===== config.mk =====
export PLATFORM = sky130hd
export DESIGN_NAME = mem_port_result_flat
export DESIGN_NICKNAME = d
export VERILOG_FILES = /design/src/common/mem_pkg.sv /design/src/common/mem_req_if.sv /design/src/mem/mem_port_result.sv /design/src/flat_wrapper.sv
export SDC_FILE = /design/constraint.sdc
export NUM_CORES = 1
export LEC_CHECK = 0
export BUFFER_PORTS_ARGS = -buffer_cell sky130_fd_sc_hd__buf_2
export CELL_PAD_IN_SITES_DETAIL_PLACEMENT = 0
export CELL_PAD_IN_SITES_GLOBAL_PLACEMENT = 1
export CORE_MARGIN = 2
export CORE_UTILIZATION = 38
export DETAILED_ROUTE_END_ITERATION = 8
export PLACE_DENSITY_LB_ADDON = 0.1
export SYNTH_ARGS = -nofsm -noshare
export SYNTH_HDL_FRONTEND = slang
export SYNTH_SLANG_ARGS = --single-unit

===== constraint.sdc =====
create_clock -name clk_l2 -period 1.9 [get_ports clk_l2]
set_input_delay 0.19 -clock clk_l2 [delete_from_list [all_inputs] [get_ports clk_l2]]
set_output_delay 0.19 -clock clk_l2 [all_outputs]
set_load 0.01 [all_outputs]

===== src/common/mem_pkg.sv =====
// shared sizes and encodings; word access only, the mapped range starts at byte 0
package mem_pkg;

  // --------------------
  // sizes
  // --------------------

  // bus address width
  localparam int ADDR_W    = 32;
  // data word width
  localparam int DATA_W    = 32;
  // array depth in words
  localparam int MEM_WORDS = 1024;
  // word index width, log2 of depth
  localparam int WORD_AW   = 10;
  // byte size of mapped range, anything at or above is illegal
  localparam int MEM_BYTES = 4096;

  // --------------------
  // encodings
  // --------------------

  // ahb transfer type, only nonseq and seq start a transfer
  typedef enum logic [1:0] {
    HTRANS_IDLE   = 2'b00,
    HTRANS_BUSY   = 2'b01,
    HTRANS_NONSEQ = 2'b10,
    HTRANS_SEQ    = 2'b11
  } htrans_e;

  // port decoder state, one transfer in flight
  typedef enum logic {
    PORT_IDLE,
    PORT_WAIT_DONE
  } port_state_e;

  // access engine state in clk_mem
  typedef enum logic [1:0] {
    SYNC_IDLE,
    SYNC_ACCESS,
    SYNC_REPLY
  } sync_state_e;

endpackage


===== src/common/mem_req_if.sv =====
// one port request across clock domains; addr, write and wdata must stay stable until done
interface mem_req_if;
  import mem_pkg::*;

  // two-phase request, flips once per legal transfer
  logic               req_tgl;
  // word index, not byte address
  logic [WORD_AW-1:0] addr;
  logic               write;
  logic [DATA_W-1:0]  wdata;
  // one clk_l2 cycle pulse when the access has finished
  logic               done;
  // read word, held stable by the engine
  logic [DATA_W-1:0]  rdata;

  // decoder side
  modport issue (
    output req_tgl, addr, write, wdata,
    input  done
  );

  // access engine side
  modport serve (
    input  req_tgl, addr, write, wdata,
    output done, rdata
  );

  // response stage only observes
  modport watch (
    input done, rdata
  );

endinterface


===== src/mem/mem_port_result.sv =====
// one-cycle hreadyout per finished transfer; hrdata only meaningful for reads
module mem_port_result (
  input  logic                       clk_l2,
  input  logic                       rst_n,
  mem_req_if.watch                   done_src,
  input  logic                       err,
  output logic                       hreadyout,
  output logic [mem_pkg::DATA_W-1:0] hrdata,
  output logic                       hresp
);

  // --------------------
  // response register
  // --------------------

  always_ff @(posedge clk_l2, negedge rst_n)
  begin
    if (!rst_n)
    begin
      hreadyout <= 1'b0;
      hresp     <= 1'b0;
      hrdata    <= '0;
    end
    else
    begin
      // either source ends the transfer
      hreadyout <= done_src.done || err;
      // error flag only for the response cycle
      hresp     <= err;
      // keep last word otherwise
      if (done_src.done)
        hrdata <= done_src.rdata;
    end
  end

  // --------------------
  // checks
  // --------------------

  // decode and engine never finish the same transfer twice
  assert property (@(posedge clk_l2) disable iff (!rst_n)
    !(done_src.done && err));

endmodule


===== src/flat_wrapper.sv =====
// flat-port wrapper written by rule: the top's interface ports become plain ports
module mem_port_result_flat 
  (clk_l2, rst_n, err, hreadyout, hrdata, hresp, done_src_done, done_src_rdata);
  mem_req_if done_src_i ();
  input  logic clk_l2;
  input  logic rst_n;
  input  logic err;
  output logic hreadyout;
  output logic [mem_pkg::DATA_W-1:0] hrdata;
  output logic hresp;
  input wire logic [$bits(done_src_i.done)-1:0] done_src_done;
  input wire logic [$bits(done_src_i.rdata)-1:0] done_src_rdata;
  assign done_src_i.done = done_src_done;
  assign done_src_i.rdata = done_src_rdata;
  mem_port_result u_core (.clk_l2(clk_l2), .rst_n(rst_n), .done_src(done_src_i), .err(err), .hreadyout(hreadyout), .hrdata(hrdata), .hresp(hresp));
endmodule

==> run metrics <==
status=completed; WHS Endpoint=u_core.hresp$_DFF_PN0_; total grt overflow=0; RSZ-0062 raised after global routing=no; CP Cell Sequence=buf_2; Worst EP required=1.71 ns; top post-synthesis cells by area=dfrtp_1 61%, mux2_4 31%, buf_12 4.3%; setup violators final=0; H-Tree Depth=2; reg-to-reg endpoint=u_core.hrdata[4]$_DFFE_PN0P_; Worst path slowest cell=dfrtp_1; area leader, netlist=dfrtp_1; synth unique cells=6; clk sinks=34; CP Launch Type=flip-flop; setup TNS=0 ns; Fin. Hold Viols=0; dominant cell by count in the synthesized netlist=dfrtp_1; Core ar.=0.00361 mm2; multi-input logic area=475 um2; sequential share of power=0.502; Die Y=64.6 um; First DRT Iteration DRCs=26; total number of yosys warnings=0; dpl hpwl=1.66 mm; Post-synth EDFFs=0; Crit path buffers/inverters=1; vias in the first global route=886; sequential share of the synthesized area=0.609; top cell type's share of synthesized area=0.609; hold slack=0.0184 ns; Max-cap violations=0; R2R Setup Slk=1.13 ns; Post-DP Area=0.00175 mm2; RR Startpoint=u_core.hrdata[4]$_DFFE_PN0P_; Layout Area Growth over Synthesis=32.6%; overall power=1.66 mW; CTS tree=built; Hold Path Cell Cnt=1; diodes inserted=0; Post CTS Setup Buffer Count=0; ys flop type=dfrtp_1; clock share of power=0.321; Peak supply drop=0.000455 V; CP arrival=0.81 ns; FMAX=1000 MHz; power density cells=894 mW/mm2; switching share of power=0.239; Seq cells post-synth=34; most frequent cells after synthesis=34 x dfrtp_1, 29 x mux2_4, 3 x buf_12, 3 x mux2_2; post-route minimum period=1.00 ns; vias per inst=4.36; Core Rows=22; Initial Utilization=0.388; die area=0.00418 mm2; skew final=0 ns; PortBufs=69; asr flop ratio synth=1.00; post-CTS sizing=0; CP top delay family=flip-flops; CP peak stage delay=0.39 ns; Final ANT Viol Nets=0; Mapped Cells=71; first-pass GRT wire length=4.15 mm; NetSw=0.395 mW; Hold Path Class=in -> reg; chip width=64.6 um; CP Depth=1; GR Util All Layers=0.136; R2R depth=1; fill count=330; share of cells above drive strength 1=0.747; net count after synthesis=107; routed via count=845; Combinational Power Share=0.178; CTS Buf Count=5; worst slew pin tran=0.733 ns; clock-pin slew on the worst setup and hold paths=0.07 ns; Crit. End Element=output port; largest net degree at the start of global routing=35; Max Fanout on Critical Path=2; drt pass-1 iters=4; I/O Pins=70; FF/Latch Area=851 um2; worst setup path category=reg -> out; syn avg cell area=19.7 um2; Netlist Area Pre-Place=0.00140 mm2; HP Start=err; Clock Latency Late Sink=0.28 ns; DRT Wirelength=2.49 mm; # nets final=181; share of the clock period used by the worst path=0.526; RD Place Congestion=0.594; Pint=1.26 mW; WL/cell=12.8 um; Slew Limit Fails=0; Worst slew margin=0.511; Final Instance Area=0.00185 mm2; Longest Clk Path Bufs=2; DRC=0; root buffer cell=clkbuf_8; initial antenna violation count=0; Leak=0.981 nW
-- sequential cells by signal (all words and copies together), names as in the netlist --
signal / flops
u_core.hrdata: 32
u_core.hreadyout: 1
u_core.hresp: 1
-- cells in the final DEF (no fill, tap or decap), drive strengths merged --
cell type	Yosys	layout
buf	4	70
clkbuf	0	7
clkinv	0	1
dfrtp	34	34
dlygate4sd3	0	1
mux2	32	32
or2	1	1
-- power groups by stage --
stage	sequential (mW)	combinational (mW)	clock, mW
after CTS	0.832	0.300	0.554
final	0.831	0.294	0.531
after global routing	0.840	0.320	0.592
after detailed placement	0.842	0.298	0
after floorplan	0.877	0.139	0
after global placement	0.841	0.294	0
-- final cells by class --
cell class | count | area share
repair buffers | 71 | 0.203
multi-input cells | 33 | 0.257
well taps | 48 | 0.0324
clock inverters | 1 | 0.00270
clock buffers | 7 | 0.0466
flip-flops and latches | 34 | 0.459
-- how the worst max path moves through the flow --
stage                                 startpoint  slack (ns)                             to
floorplan                          done_src_done        1.04   u_core.hrdata[0]$_DFFE_PN0P_
global placement                   done_src_done        0.88  u_core.hrdata[31]$_DFFE_PN0P_
detailed placement                 done_src_done        0.85  u_core.hrdata[31]$_DFFE_PN0P_
CTS                                        rst_n        0.87  u_core.hrdata[29]$_DFFE_PN0P_
global route                               rst_n        0.79  u_core.hrdata[29]$_DFFE_PN0P_
finish              u_core.hrdata[4]$_DFFE_PN0P_        0.90                      hrdata[4]
-- timing repair --
item,in CTS,in global routing
setup endpoints to repair,0,0
endpoints found under the hold margin,34,0
hold buffers,1,0
-- per-stage QoR --
stage / util / setup slack (ns) / cells
finish: 0.514 / 0.900 / 194
global route: 0.514 / 0.787 / 194
CTS: 0.514 / 0.866 / 194
detailed placement: 0.486 / 0.852 / 185
global placement: 0.486 / 0.876 / 185
floorplan: - / 1.04 / 71
-- per-layer routing --
metal | wire [um] | part of all wire | global-route usage | up-vias
li1 | - | - | - | 391
met1 | 1120 | 0.45 | 0.165 | 409
met2 | 1090 | 0.44 | 0.198 | 43
met3 | 256 | 0.10 | 0.0764 | 2
met4 | 19 | 0.0076 | 0.0559 | 0
met5 | 0 | 0 | 0 | -
-- cell families (layout without fill, tap and decap cells) --
kind of cell,count (synthesis),count (layout),share of synthesized area
buffers and inverters,4,79,0.0510
multiplexers,32,32,0.336
AND/OR/NAND/NOR,1,1,0.00448
flip-flops,34,34,0.609
Note: power is estimated with default switching activity, not from simulation.
