**src/common/mem_pkg.sv**
```systemverilog
// shared sizes and encodings; word access only, the mapped range starts at byte 0
package mem_pkg;

  // --------------------
  // sizes
  // --------------------

  // bus address width
  localparam int ADDR_W    = 32;
  // data word width
  localparam int DATA_W    = 32;
  // array depth in words
  localparam int MEM_WORDS = 1024;
  // word index width, log2 of depth
  localparam int WORD_AW   = 10;
  // byte size of mapped range, anything at or above is illegal
  localparam int MEM_BYTES = 4096;

  // --------------------
  // encodings
  // --------------------

  // ahb transfer type, only nonseq and seq start a transfer
  typedef enum logic [1:0] {
    HTRANS_IDLE   = 2'b00,
    HTRANS_BUSY   = 2'b01,
    HTRANS_NONSEQ = 2'b10,
    HTRANS_SEQ    = 2'b11
  } htrans_e;

  // port decoder state, one transfer in flight
  typedef enum logic {
    PORT_IDLE,
    PORT_WAIT_DONE
  } port_state_e;

  // access engine state in clk_mem
  typedef enum logic [1:0] {
    SYNC_IDLE,
    SYNC_ACCESS,
    SYNC_REPLY
  } sync_state_e;

endpackage

```
**src/common/mem_req_if.sv**
```systemverilog
// one port request across clock domains; addr, write and wdata must stay stable until done
interface mem_req_if;
  import mem_pkg::*;

  // two-phase request, flips once per legal transfer
  logic               req_tgl;
  // word index, not byte address
  logic [WORD_AW-1:0] addr;
  logic               write;
  logic [DATA_W-1:0]  wdata;
  // one clk_l2 cycle pulse when the access has finished
  logic               done;
  // read word, held stable by the engine
  logic [DATA_W-1:0]  rdata;

  // decoder side
  modport issue (
    output req_tgl, addr, write, wdata,
    input  done
  );

  // access engine side
  modport serve (
    input  req_tgl, addr, write, wdata,
    output done, rdata
  );

  // response stage only observes
  modport watch (
    input done, rdata
  );

endinterface

```
**src/mem/mem_port_decode.sv**
```systemverilog
// one transfer at a time, requests while busy are dropped; word-aligned accesses only
module mem_port_decode #(
  parameter bit PORT_WRITABLE = 1'b1
) (
  input  logic                       clk_l2,
  input  logic                       rst_n,
  input  logic                       hsel,
  input  mem_pkg::htrans_e           htrans,
  input  logic [mem_pkg::ADDR_W-1:0] haddr,
  input  logic                       hwrite,
  input  logic [mem_pkg::DATA_W-1:0] hwdata,
  mem_req_if.issue                   req,
  output logic                       err
);
  import mem_pkg::*;

  port_state_e state;
  logic        active;
  logic        start;
  logic        addr_ok;

  // --------------------
  // request decode
  // --------------------

  // nonseq or seq, busy and idle transfers are no-ops
  assign active  = (htrans == HTRANS_NONSEQ) || (htrans == HTRANS_SEQ);
  assign start   = hsel && active && (state == PORT_IDLE);
  // inside the mapped range and word aligned
  assign addr_ok = (haddr < ADDR_W'(MEM_BYTES)) && (haddr[1:0] == 2'b00);

  // --------------------
  // port fsm
  // --------------------

  always_ff @(posedge clk_l2, negedge rst_n)
  begin
    if (!rst_n)
    begin
      state       <= PORT_IDLE;
      req.req_tgl <= 1'b0;
      err         <= 1'b0;
    end
    else
    begin
      // err is a single pulse
      err <= 1'b0;
      case (state)
        PORT_IDLE:
        begin
          if (start)
          begin
            state <= PORT_WAIT_DONE;
            if (addr_ok)
              req.req_tgl <= ~req.req_tgl;
            else
              err <= 1'b1;
          end
        end
        PORT_WAIT_DONE:
        begin
          // bad address finishes the cycle after err, legal one on done
          if (err || req.done)
            state <= PORT_IDLE;
        end
        default: state <= PORT_IDLE;
      endcase
    end
  end

  // payload, held while the request crosses
  always_ff @(posedge clk_l2)
  begin
    if (start && addr_ok)
    begin
      req.addr  <= haddr[WORD_AW+1:2];
      // instruction port forces reads
      req.write <= PORT_WRITABLE && hwrite;
      req.wdata <= PORT_WRITABLE ? hwdata : '0;
    end
  end

  // --------------------
  // checks
  // --------------------

  // a new request only leaves an idle port
  assert property (@(posedge clk_l2) disable iff (!rst_n)
    (req.req_tgl != $past(req.req_tgl)) |-> ($past(state) == PORT_IDLE));

  // every accepted transfer gives err or a req toggle, never both
  assert property (@(posedge clk_l2) disable iff (!rst_n)
    start |=> (err != (req.req_tgl != $past(req.req_tgl))));

endmodule

```
**src/flat_wrapper.sv**
```systemverilog
// flat-port wrapper written by rule: the top's interface ports become plain ports
module mem_port_decode_flat import mem_pkg::*;
#(
  parameter bit PORT_WRITABLE = 1'b1
)
  (clk_l2, rst_n, hsel, htrans, haddr, hwrite, hwdata, err, req_req_tgl, req_addr, req_write, req_wdata, req_done);
  mem_req_if req_i ();
  input  logic clk_l2;
  input  logic rst_n;
  input  logic hsel;
  input  mem_pkg::htrans_e htrans;
  input  logic [mem_pkg::ADDR_W-1:0] haddr;
  input  logic hwrite;
  input  logic [mem_pkg::DATA_W-1:0] hwdata;
  output logic err;
  output wire logic [$bits(req_i.req_tgl)-1:0] req_req_tgl;
  output wire logic [$bits(req_i.addr)-1:0] req_addr;
  output wire logic [$bits(req_i.write)-1:0] req_write;
  output wire logic [$bits(req_i.wdata)-1:0] req_wdata;
  input wire logic [$bits(req_i.done)-1:0] req_done;
  assign req_req_tgl = req_i.req_tgl;
  assign req_addr = req_i.addr;
  assign req_write = req_i.write;
  assign req_wdata = req_i.wdata;
  assign req_i.done = req_done;
  mem_port_decode #(.PORT_WRITABLE(PORT_WRITABLE)) u_core (.clk_l2(clk_l2), .rst_n(rst_n), .hsel(hsel), .htrans(htrans), .haddr(haddr), .hwrite(hwrite), .hwdata(hwdata), .req(req_i), .err(err));
endmodule
```
**config.mk**
```make
export PLATFORM = sky130hd
export DESIGN_NAME = mem_port_decode_flat
export DESIGN_NICKNAME = d
export VERILOG_FILES = /design/src/common/mem_pkg.sv /design/src/common/mem_req_if.sv /design/src/mem/mem_port_decode.sv /design/src/flat_wrapper.sv
export SDC_FILE = /design/constraint.sdc
export NUM_CORES = 1
export LEC_CHECK = 0
export BUFFER_PORTS_ARGS = -buffer_cell sky130_fd_sc_hd__clkbuf_2
export CAP_MARGIN = 20
export CORE_ASPECT_RATIO = 0.8
export CORE_MARGIN = 4
export CORE_UTILIZATION = 38
export DETAILED_ROUTE_END_ITERATION = 8
export PLACE_DENSITY = 0.88
export SYNTH_ARGS = -nofsm -noshare
export SYNTH_HDL_FRONTEND = slang
export SYNTH_SLANG_ARGS = --single-unit
```
**constraint.sdc**
```tcl
create_clock -name clk_l2 -period 3.5 [get_ports clk_l2]
set_input_delay 0.175 -clock clk_l2 [delete_from_list [all_inputs] [get_ports clk_l2]]
set_output_delay 0.175 -clock clk_l2 [all_outputs]
set_load 0.01 [all_outputs]
```
==> results of run 1 <==
[registers in the layout, indices dropped and copies added (netlist names)]
register            flops
u_core.req.req_tgl      1
u_core.req.addr        10
u_core.err              1
u_core.req.write        1
u_core.state            1
u_core.req.wdata       32
[worst max-delay path by stage]
stage / end / slack (ns) / cells after the start
5_1_grt: u_core.req.addr[1]$_DFFE_PP_ / 1.59 / 3
6_report: u_core.req.wdata[22]$_DFFE_PP_ / 1.71 / 3
3_5_place_dp: u_core.req.wdata[14]$_DFFE_PP_ / 1.53 / 5
3_3_place_gp: u_core.req.wdata[18]$_DFFE_PP_ / 1.52 / 5
2_1_floorplan: u_core.req.addr[0]$_DFFE_PP_ / 0.67 / 3
4_1_cts: u_core.req.addr[8]$_DFFE_PP_ / 1.67 / 3
[cell type report]
class                   instances  area [µm²]  share of cell area
clock buffers                   6       72.57             0.03260
clock inverters                 2       37.54             0.01686
repair buffers                116       600.6              0.2698
multi-input cells              16       96.34             0.04328
flip-flops and latches         46        1366              0.6138
well taps                      42       52.55             0.02361
[synth_stat cells]
| library cell | count | area share |
|---|---|---|
| nand3b_1 | 1 | 0.0052 |
| nand2_1 | 3 | 0.0077 |
| edfxtp_1 | 43 | 0.89 |
| nor2_1 | 4 | 0.010 |
| nor3_2 | 1 | 0.0069 |
| nor4_1 | 5 | 0.021 |
| xor2_1 | 1 | 0.0060 |
| nand4_1 | 1 | 0.0043 |
| dfrtp_1 | 3 | 0.052 |
[cells in the final DEF (no fill, tap or decap)]
cell type	Yosys	routed
clkbuf_2	0	114
edfxtp_1	43	43
nor4_1	5	5
clkbuf_8	0	5
nor2_1	4	4
nand2_1	3	3
dfrtp_1	3	3
nand4_1	1	1
nand3b_1	1	1
nor3_4	0	1
xor2_1	1	1
clkinvlp_4	0	1
bufinv_16	0	1
clkbuf_1	0	1
dlygate4sd3_1	0	1
buf_12	0	1
[timing repair]
action | 4_1_cts | 5_1_grt
endpoints found under the hold margin | 3 | 0
hold buffers | 1 | 0
setup endpoints to repair | 0 | 0
[power groups by stage]
stage	Sequential, µW	Clock (µW)	Combinational, µW
final	603	376	43.9
after global routing	603	416	49.1
after CTS	603	389	44.6
after detailed placement	615	0	43.5
after global placement	615	0	41.3
after floorplan	616	0	3.86
[cells by family after synthesis]
| group | after synthesis | share of synthesized area |
|---|---|---|
| XOR/XNOR | 1 | 0.006015 |
| flip-flops | 46 | 0.9381 |
| AND/OR/NAND/NOR | 15 | 0.05584 |
[stage by stage]
step	hold slack, ns	cells	power, µW	area (µm²)
after CTS	0.04316	228	1037	2226
final	0.05735	228	1023	2226
after floorplan	-0.1206	62	619.7	1456
after global routing	0.03553	228	1068	2226
after global placement	-0.02702	219	656.8	2106
after detailed placement	-0.02757	219	658.9	2106
[per-layer routing]
metal | vias to the layer above | share of wire | GRT usage
met4 | 0 | 0.016 | 0.06667
met3 | 5 | 0.13 | 0.06125
met5 | - | 0 | 0
met2 | 71 | 0.48 | 0.2241
met1 | 449 | 0.38 | 0.1515
li1 | 491 | - | -
[critical path, cell delays in order (launching register included)]
cell and delay (ns):
dfrtp_1 0.38, nand3b_1 0.25, nor3_4 0.58, buf_12 0.28
==> reports/metrics.yaml, run 1 <==
final_nets: 256
synthCells: 62
wire_per_inst_um: 14.14
rows: 19
pwr-share-comb: 0.043
clkTransAtPathRegs_ns: 0.08
startpoint_type: "flip-flop"
switching_share: 0.1740
viasPerCell: 4.456
pwr-share-clk: 0.368
nFillCells: 269
required_ns: 3.49
setup_violations: 0
drtIter0Drc: 34
rsz0062_at_grt: "no"
cts_tree: "yes"
tightestPinTransition_ns: 0.6214
finalCriticalPeriod_ns: 1.791
syn_avg_cell_area_um2: 23.49
ir_drop_mv: 0.4227
dieWidth_um: 77.22
clock_latency_ns: 0.29
grt_pass1_vias: 987
p_per_area_mw_per_mm2: 459.5
min_from: "haddr[5]"
critPathCaptureType: "flip-flop"
holdCritPathClass: "in -> reg"
cellLeakagePower_uw: 0.001005
fp.dieH_um: 63.37
setup_slack_ns: 1.709
clock-sinks: 46
rrSetupSlack_ns: 1.71
hold_viol_final: 0
ff2ff_path_depth: 3
cp.arrival_ns: 1.78
dieArea_mm2: 0.004893
min_to: "u_core.req.addr[3]$_DFFE_PP_"
hold_depth: 1
drive_gt1_frac: 0.6613
globalRouteTotalUtil: 0.1367
synth_fp_nets: 133
max_freq_mhz: 558.2
period_share: 0.5118
p_int_uw: 844.8
ctsHtreeMaxLevel: 2
dp_hpwl_um: 2653
port_buffers: 114
cts_setup_buffers: 0
routed-via-count: 1016
slew_viol_final: 0
path_class: "reg -> reg"
synth.yosys.warnings: 0
post-route-util: 0.6242
clock_skew_ns: 0.001768
relSlewSlack: 0.5844
seq_power_share: 0.589
reg2reg_to: "u_core.req.wdata[22]$_DFFE_PP_"
coreArea_mm2: 0.003566
cts_buffer_depth: 2
firstDrtPassIters: 4
synth_cell_types: 9
antenna_cells: 0
cts_buffers: 5
drv_cap: 0
drtAntennaViolNets: 0
grt_pass1_wl_um: 4988
cts_resized: 0
r2r_start: "u_core.state$_DFF_PN0_"
fin_tns_setup_ns: 0
drc: 0
syn_to_final_growth_pct: 52.83
cp_max_fo: 32
ys_seq_elements: 46
routed_wirelength_um: 3223
start_util: 0.4084
antenna_found_initial: 0
grt_overflow: 0
crit_start: "u_core.state$_DFF_PN0_"
grt_max_degree: 33
yosysSeqAreaShare: 0.9381
pre_cts_slack_ns: 1.530
status: "finished, final reports clean"
netlist_area_mm2: 0.001456
io_pins: 116
clock-root-buffer: "clkbuf_8"
place_congestion: 0.7941
p_switching_uw: 178.0
(Power assumes the default switching activity.)
==> run 2, diff against run 1 <==
- CORE_UTILIZATION: 38 -> 34
- PLACE_DENSITY: 0.88 -> 0.84
- clock period: 3.5 -> 1.57 ns (I/O delays scaled with it)
==> run 2 against run 1 <==
Effect of this change:
- total power is 120% higher
- fmax is 29% higher
- non-clock buffer count is 44 higher
- sequential power is 120% higher
- via count is 19% higher
- global-route usage is 2.6 points higher
- sequential share of layout area is 11 points lower
==> reports/metrics.yaml, run 2 (synthesis results as in run 1) <==
drive_gt1_frac: 0.5478  # -0.1135
wire_per_inst_um: 14.34  # +1.4%
viasPerCell: 4.228  # -5.1%
dieWidth_um: 81.18  # +5.1%
rows: 20  # +1
clkTransAtPathRegs_ns: 0.08  # about the same
rrSetupSlack_ns: 0.18  # -1.53 ns
fp.dieH_um: 66.54  # +5.0%
ctsHtreeMaxLevel: 2  # unchanged
clock-sinks: 46  # unchanged
grt_max_degree: 23  # -30%
whs_ns: 0.02764  # -0.02971 ns
required_ns: 1.56  # -1.93 ns
min_to: "u_core.state$_DFF_PN0_"
place_congestion: 0.7224  # -9.0%
setup_violations: 0  # unchanged
period_share: 0.8863  # +0.3745
final_cell_mix: "clkbuf_2 (114), dlygate4sd3_1 (44), edfxtp_1 (43), clkbuf_8 (5), nor2_1 (4)"
clock-root-buffer: "clkbuf_8"
drv_cap: 0  # unchanged
grt_pass1_vias: 1364  # +38%
tightestPinTransition_ns: 0.2536  # -0.3679 ns
syn_to_final_growth_pct: 85.40
cts_setup_buffers: 0  # unchanged
mostFrequentLayoutCell: "clkbuf_2"
largest_reg_flops: 32  # unchanged
final_nets: 300  # +17%
cellLeakagePower_uw: 0.001189  # +18%
cts_buffers: 5  # unchanged
stdcell_area_mm2: 0.002700  # +21%
p_per_area_mw_per_mm2: 816.6  # +78%
ff2ff_path_depth: 3  # unchanged
drtIter0Drc: 42  # +24%
fin_tns_setup_ns: 0  # unchanged
slew_viol_final: 0  # unchanged
globalRouteTotalUtil: 0.1623  # +0.02561
grt_pass1_wl_um: 6292  # +26%
start_util: 0.3684  # -0.04007
max_freq_mhz: 718.6  # +29%
hold_viol_final: 0  # unchanged
coreArea_mm2: 0.003954  # +11%
cts_tree: "yes"
status: "finished, final reports clean"
relSlewSlack: 0.8304  # +0.2460
drc: 0  # unchanged
cp.arrival_ns: 1.38  # -0.40 ns
clock_skew_ns: 0.005707  # +0.003940 ns
dieArea_mm2: 0.005401  # +10%
antenna_cells: 0  # unchanged
firstDrtPassIters: 4  # unchanged
grt_overflow: 0  # unchanged
top_register: "u_core.req.wdata"
port_buffers: 114  # unchanged
critPathCaptureType: "flip-flop"
antenna_found_initial: 0  # unchanged
path_class: "reg -> reg"
placed_cells: 233  # +6.4%
rsz0062_at_grt: "no"
r2r_start: "u_core.state$_DFF_PN0_"
clock_latency_ns: 0.28  # about the same
io_pins: 116  # unchanged
dp_hpwl_um: 2844  # +7.2%
cp_max_fo: 22  # -31%
cts_buffer_depth: 2  # unchanged
reg2reg_to: "u_core.req.wdata[27]$_DFFE_PP_"
ir_drop_mv: 0.5424  # +28%
min_from: "req_done"
routed_wirelength_um: 4086  # +27%
dpl-instance-area_mm2: 0.002178  # +3.4%
fin_cells: 285  # +25%
finalCriticalPeriod_ns: 1.392  # -0.3999 ns
reg_top3: "u_core.req.wdata x32, u_core.req.addr x10"
routed-via-count: 1205  # +19%
holdCritPathClass: "in -> reg"
drtAntennaViolNets: 0  # unchanged
hold_depth: 4  # +3
nFillCells: 284  # +5.6%
startpoint_type: "flip-flop"
run 2: worst max-delay path by stage:
stage	cells after the start	to	startpoint
6_report	3	u_core.req.wdata[27]$_DFFE_PP_	u_core.state$_DFF_PN0_
2_1_floorplan	3	u_core.req.addr[0]$_DFFE_PP_	haddr[14]
5_1_grt	3	u_core.req.addr[6]$_DFFE_PP_	u_core.state$_DFF_PN0_
3_3_place_gp	5	u_core.req.wdata[30]$_DFFE_PP_	haddr[14]
4_1_cts	3	u_core.req.wdata[22]$_DFFE_PP_	u_core.state$_DFF_PN0_
3_5_place_dp	5	u_core.req.wdata[23]$_DFFE_PP_	haddr[18]
run 2: where the power goes:
part	leakage (µW)	internal, µW	total (µW)	switching [µW]
Sequential	0.000426	1340	1340	2.56
Clock	0.0000426	306	665	359
Combinational	0.000720	139	195	56.2
run 2: routing by layer:
layer / wire, µm / track usage / vias up
met3: 551 / 0.07162 / 6
met2: 2177 / 0.3094 / 88
met4: 43 / 0.04430 / 0
met1: 1315 / 0.1572 / 535
met5: 0 / 0 / -
li1: - / - / 576
run 2: stage by stage:
step	util	setup slack, ns	power (µW)
finish	0.6829	0.1785	2205
global route	0.6829	0.1199	2325
CTS	0.6829	0.1847	2220
detailed placement	0.5509	0.09608	1480
global placement	0.5509	0.09661	1473
floorplan	-	-0.5179	1384
run 2: worst max-delay path, stage by stage (launching register included):
cell and delay, ns:
dfrtp_1 0.38, nand3b_1 0.24, nor3_4 0.25, buf_12 0.21
run 2: what timing repair did:
action                    4_1_cts  5_1_grt
hold endpoints to repair       46        0
gates resized for setup         0        0
hold buffers                   44        0
run 2: layout make-up:
cell class	instances	area [µm²]	area share
multi-input combinational	16	132.6	0.04912
sequential	46	1366	0.5060
tap	55	68.82	0.02549
clock buffer	6	72.57	0.02688
timing repair buffer	160	1051	0.3892
clock inverter	2	8.758	0.003244
==> run 3, diff against run 2 <==
- HOLD_SLACK_MARGIN: not set -> 0.06
==> run 3 against run 2 <==
Effect of this change:
- fmax shrank 1.4%
- clock skew increased by 0.0010 ns
- via count increased by 0.83%
- final cell count grew 0.35%
- global-route usage up 0.20 points
- first-iteration DRC count grew 21%
- core utilization increased by 0.25 points
- register-to-register slack got worse by 0.02 ns
- non-clock buffer count up 1
- critical path type unchanged
- critical endpoint is now u_core.req.wdata[19]$_DFFE_PP_
==> reports/metrics.yaml, run 3 (synthesis results as in run 1) <==
rsz0062_at_grt: "no"
period_share: 0.8987  # +0.01242
ir_drop_mv: 0.5417  # -0.12%
required_ns: 1.56  # about the same
routed-via-count: 1215  # +0.83%
start_util: 0.3684  # unchanged
tightestPinTransition_ns: 0.2663  # +0.01270 ns
cpPeakStageDelay_ns: 0.39  # about the same
largest_reg_flops: 32  # unchanged
fp.dieH_um: 66.54  # unchanged
antenna_found_initial: 0  # unchanged
stdcell_area_mm2: 0.002710  # +0.37%
cts_buffers: 5  # unchanged
path_class: "reg -> reg"
startpoint_type: "flip-flop"
viasPerCell: 4.248  # +0.48%
cts_buffer_depth: 2  # unchanged
dpl-instance-area_mm2: 0.002178  # unchanged
cp.arrival_ns: 1.40  # +0.02 ns
dp_hpwl_um: 2844  # unchanged
post-route-util: 0.6854  # +0.002532
relSlewSlack: 0.8219  # -0.008495
report.power.total_uw: 2203  # -0.10%
ctsHtreeMaxLevel: 2  # unchanged
grt_pass1_wl_um: 6403  # +1.8%
status: "finished, final reports clean"
place_congestion: 0.7224  # unchanged
antenna_cells: 0  # unchanged
mostFrequentLayoutCell: "clkbuf_2"
cts_setup_buffers: 0  # unchanged
placed_cells: 233  # unchanged
critPathCaptureType: "flip-flop"
holdCritPathClass: "in -> async"
hold_viol_final: 0  # unchanged
cellLeakagePower_uw: 0.001193  # +0.35%
clock_latency_ns: 0.29  # about the same
max_freq_mhz: 708.7  # -1.4%
slew_viol_final: 0  # unchanged
port_buffers: 114  # unchanged
grt_max_degree: 23  # unchanged
rows: 20  # unchanged
syn_to_final_growth_pct: 86.08
dieWidth_um: 81.18  # unchanged
final_nets: 301  # +0.33%
globalRouteTotalUtil: 0.1644  # +0.002047
drc: 0  # unchanged
multi_input_area_um2: 132.6  # unchanged
coreArea_mm2: 0.003954  # unchanged
grt_overflow: 0  # unchanged
fin_cells: 286  # +0.35%
clock-root-buffer: "clkbuf_8"
cp_max_fo: 22  # unchanged
whs_ns: 0.1203  # +0.09261 ns
register_area_mm2: 0.001366  # unchanged
cts_tree: "yes"
io_pins: 116  # unchanged
cpMaxStageDelayCell: "dfrtp_1"
drv_cap: 0  # unchanged
top_register: "u_core.req.wdata"
wire_per_inst_um: 14.42  # +0.58%
firstDrtPassIters: 4  # unchanged
grt_pass1_vias: 1404  # +2.9%
drive_gt1_frac: 0.5455  # -0.002372
final_cell_mix: "clkbuf_2 (114), dlygate4sd3_1 (45), edfxtp_1 (43), clkbuf_8 (5), nor2_1 (4)"
clock_skew_ns: 0.006743  # +0.001036 ns
clock-sinks: 46  # unchanged
dieArea_mm2: 0.005401  # unchanged
clkTransAtPathRegs_ns: 0.08  # about the same
setup_violations: 0  # unchanged
p_per_area_mw_per_mm2: 812.8  # -0.47%
nFillCells: 287  # +1.1%
path_cells: "nand3b_1 -> nor3_4 -> buf_12"
drtAntennaViolNets: 0  # unchanged
drtIter0Drc: 51  # +21%
routed_wirelength_um: 4124  # +0.93%
finalCriticalPeriod_ns: 1.411  # +0.01951 ns
reg_top3: "u_core.req.wdata x32, u_core.req.addr x10"
run 3: final cells by class:
class / count / area share
clock buffer: 6 / 0.02678
multi-input combinational: 16 / 0.04894
sequential: 46 / 0.5042
timing repair buffer: 161 / 0.3915
tap: 55 / 0.02539
clock inverter: 2 / 0.003232
run 3: critical path: cells and delay by family, from the launching register on:
| family | cells | cell delay [ns] |
|---|---|---|
| simple gates | 2 | 0.51 |
| flops | 1 | 0.39 |
| buf+inv | 1 | 0.21 |
run 3: repair_timing:
item                      4_1_cts  5_1_grt
gates resized for setup         0        0
hold buffers                   45        0
hold endpoints to repair       47        0
run 3: through the flow:
stage	setup TNS (ns)	setup slack [ns]
2_1_floorplan	-22.69	-0.5179
3_3_place_gp	0	0.09661
3_5_place_dp	0	0.09608
4_1_cts	0	0.1847
5_1_grt	0	0.09335
6_report	0	0.1590
run 3: worst paths after layout:
| path | endpoint | slack [ns] | start | cells past startpoint |
|---|---|---|---|---|
| setup reg to reg | u_core.req.wdata[19]$_DFFE_PP_ | 0.16 | u_core.state$_DFF_PN0_ | 3 |
| max in group asynchronous | u_core.err$_DFF_PN0_ | 1.34 | rst_n | 2 |
| min in group clk_l2 | u_core.err$_DFF_PN0_ | 0.14 | htrans[1] | 3 |
| hold / removal | u_core.state$_DFF_PN0_ | 0.12 | rst_n | 2 |
| hold reg to reg | u_core.req.req_tgl$_DFFE_PN0P_ | 0.49 | u_core.req.req_tgl$_DFFE_PN0P_ | 1 |
| setup / recovery | u_core.req.wdata[19]$_DFFE_PP_ | 0.16 | u_core.state$_DFF_PN0_ | 3 |
run 3: power by group:
part	total (µW)	leakage, µW	switching, µW	internal [µW]
clock	660	0.0000426	354	306
sequential	1350	0.000426	2.93	1340
combinational	197	0.000724	56.7	140
run 3: metal layers:
layer | routed length, µm | GRT usage | up-vias
li1 | - | - | 578
met1 | 1304 | 0.1545 | 544
met2 | 2173 | 0.3043 | 85
met3 | 574 | 0.08919 | 8
met4 | 72 | 0.04852 | 0
met5 | 0 | 0 | -
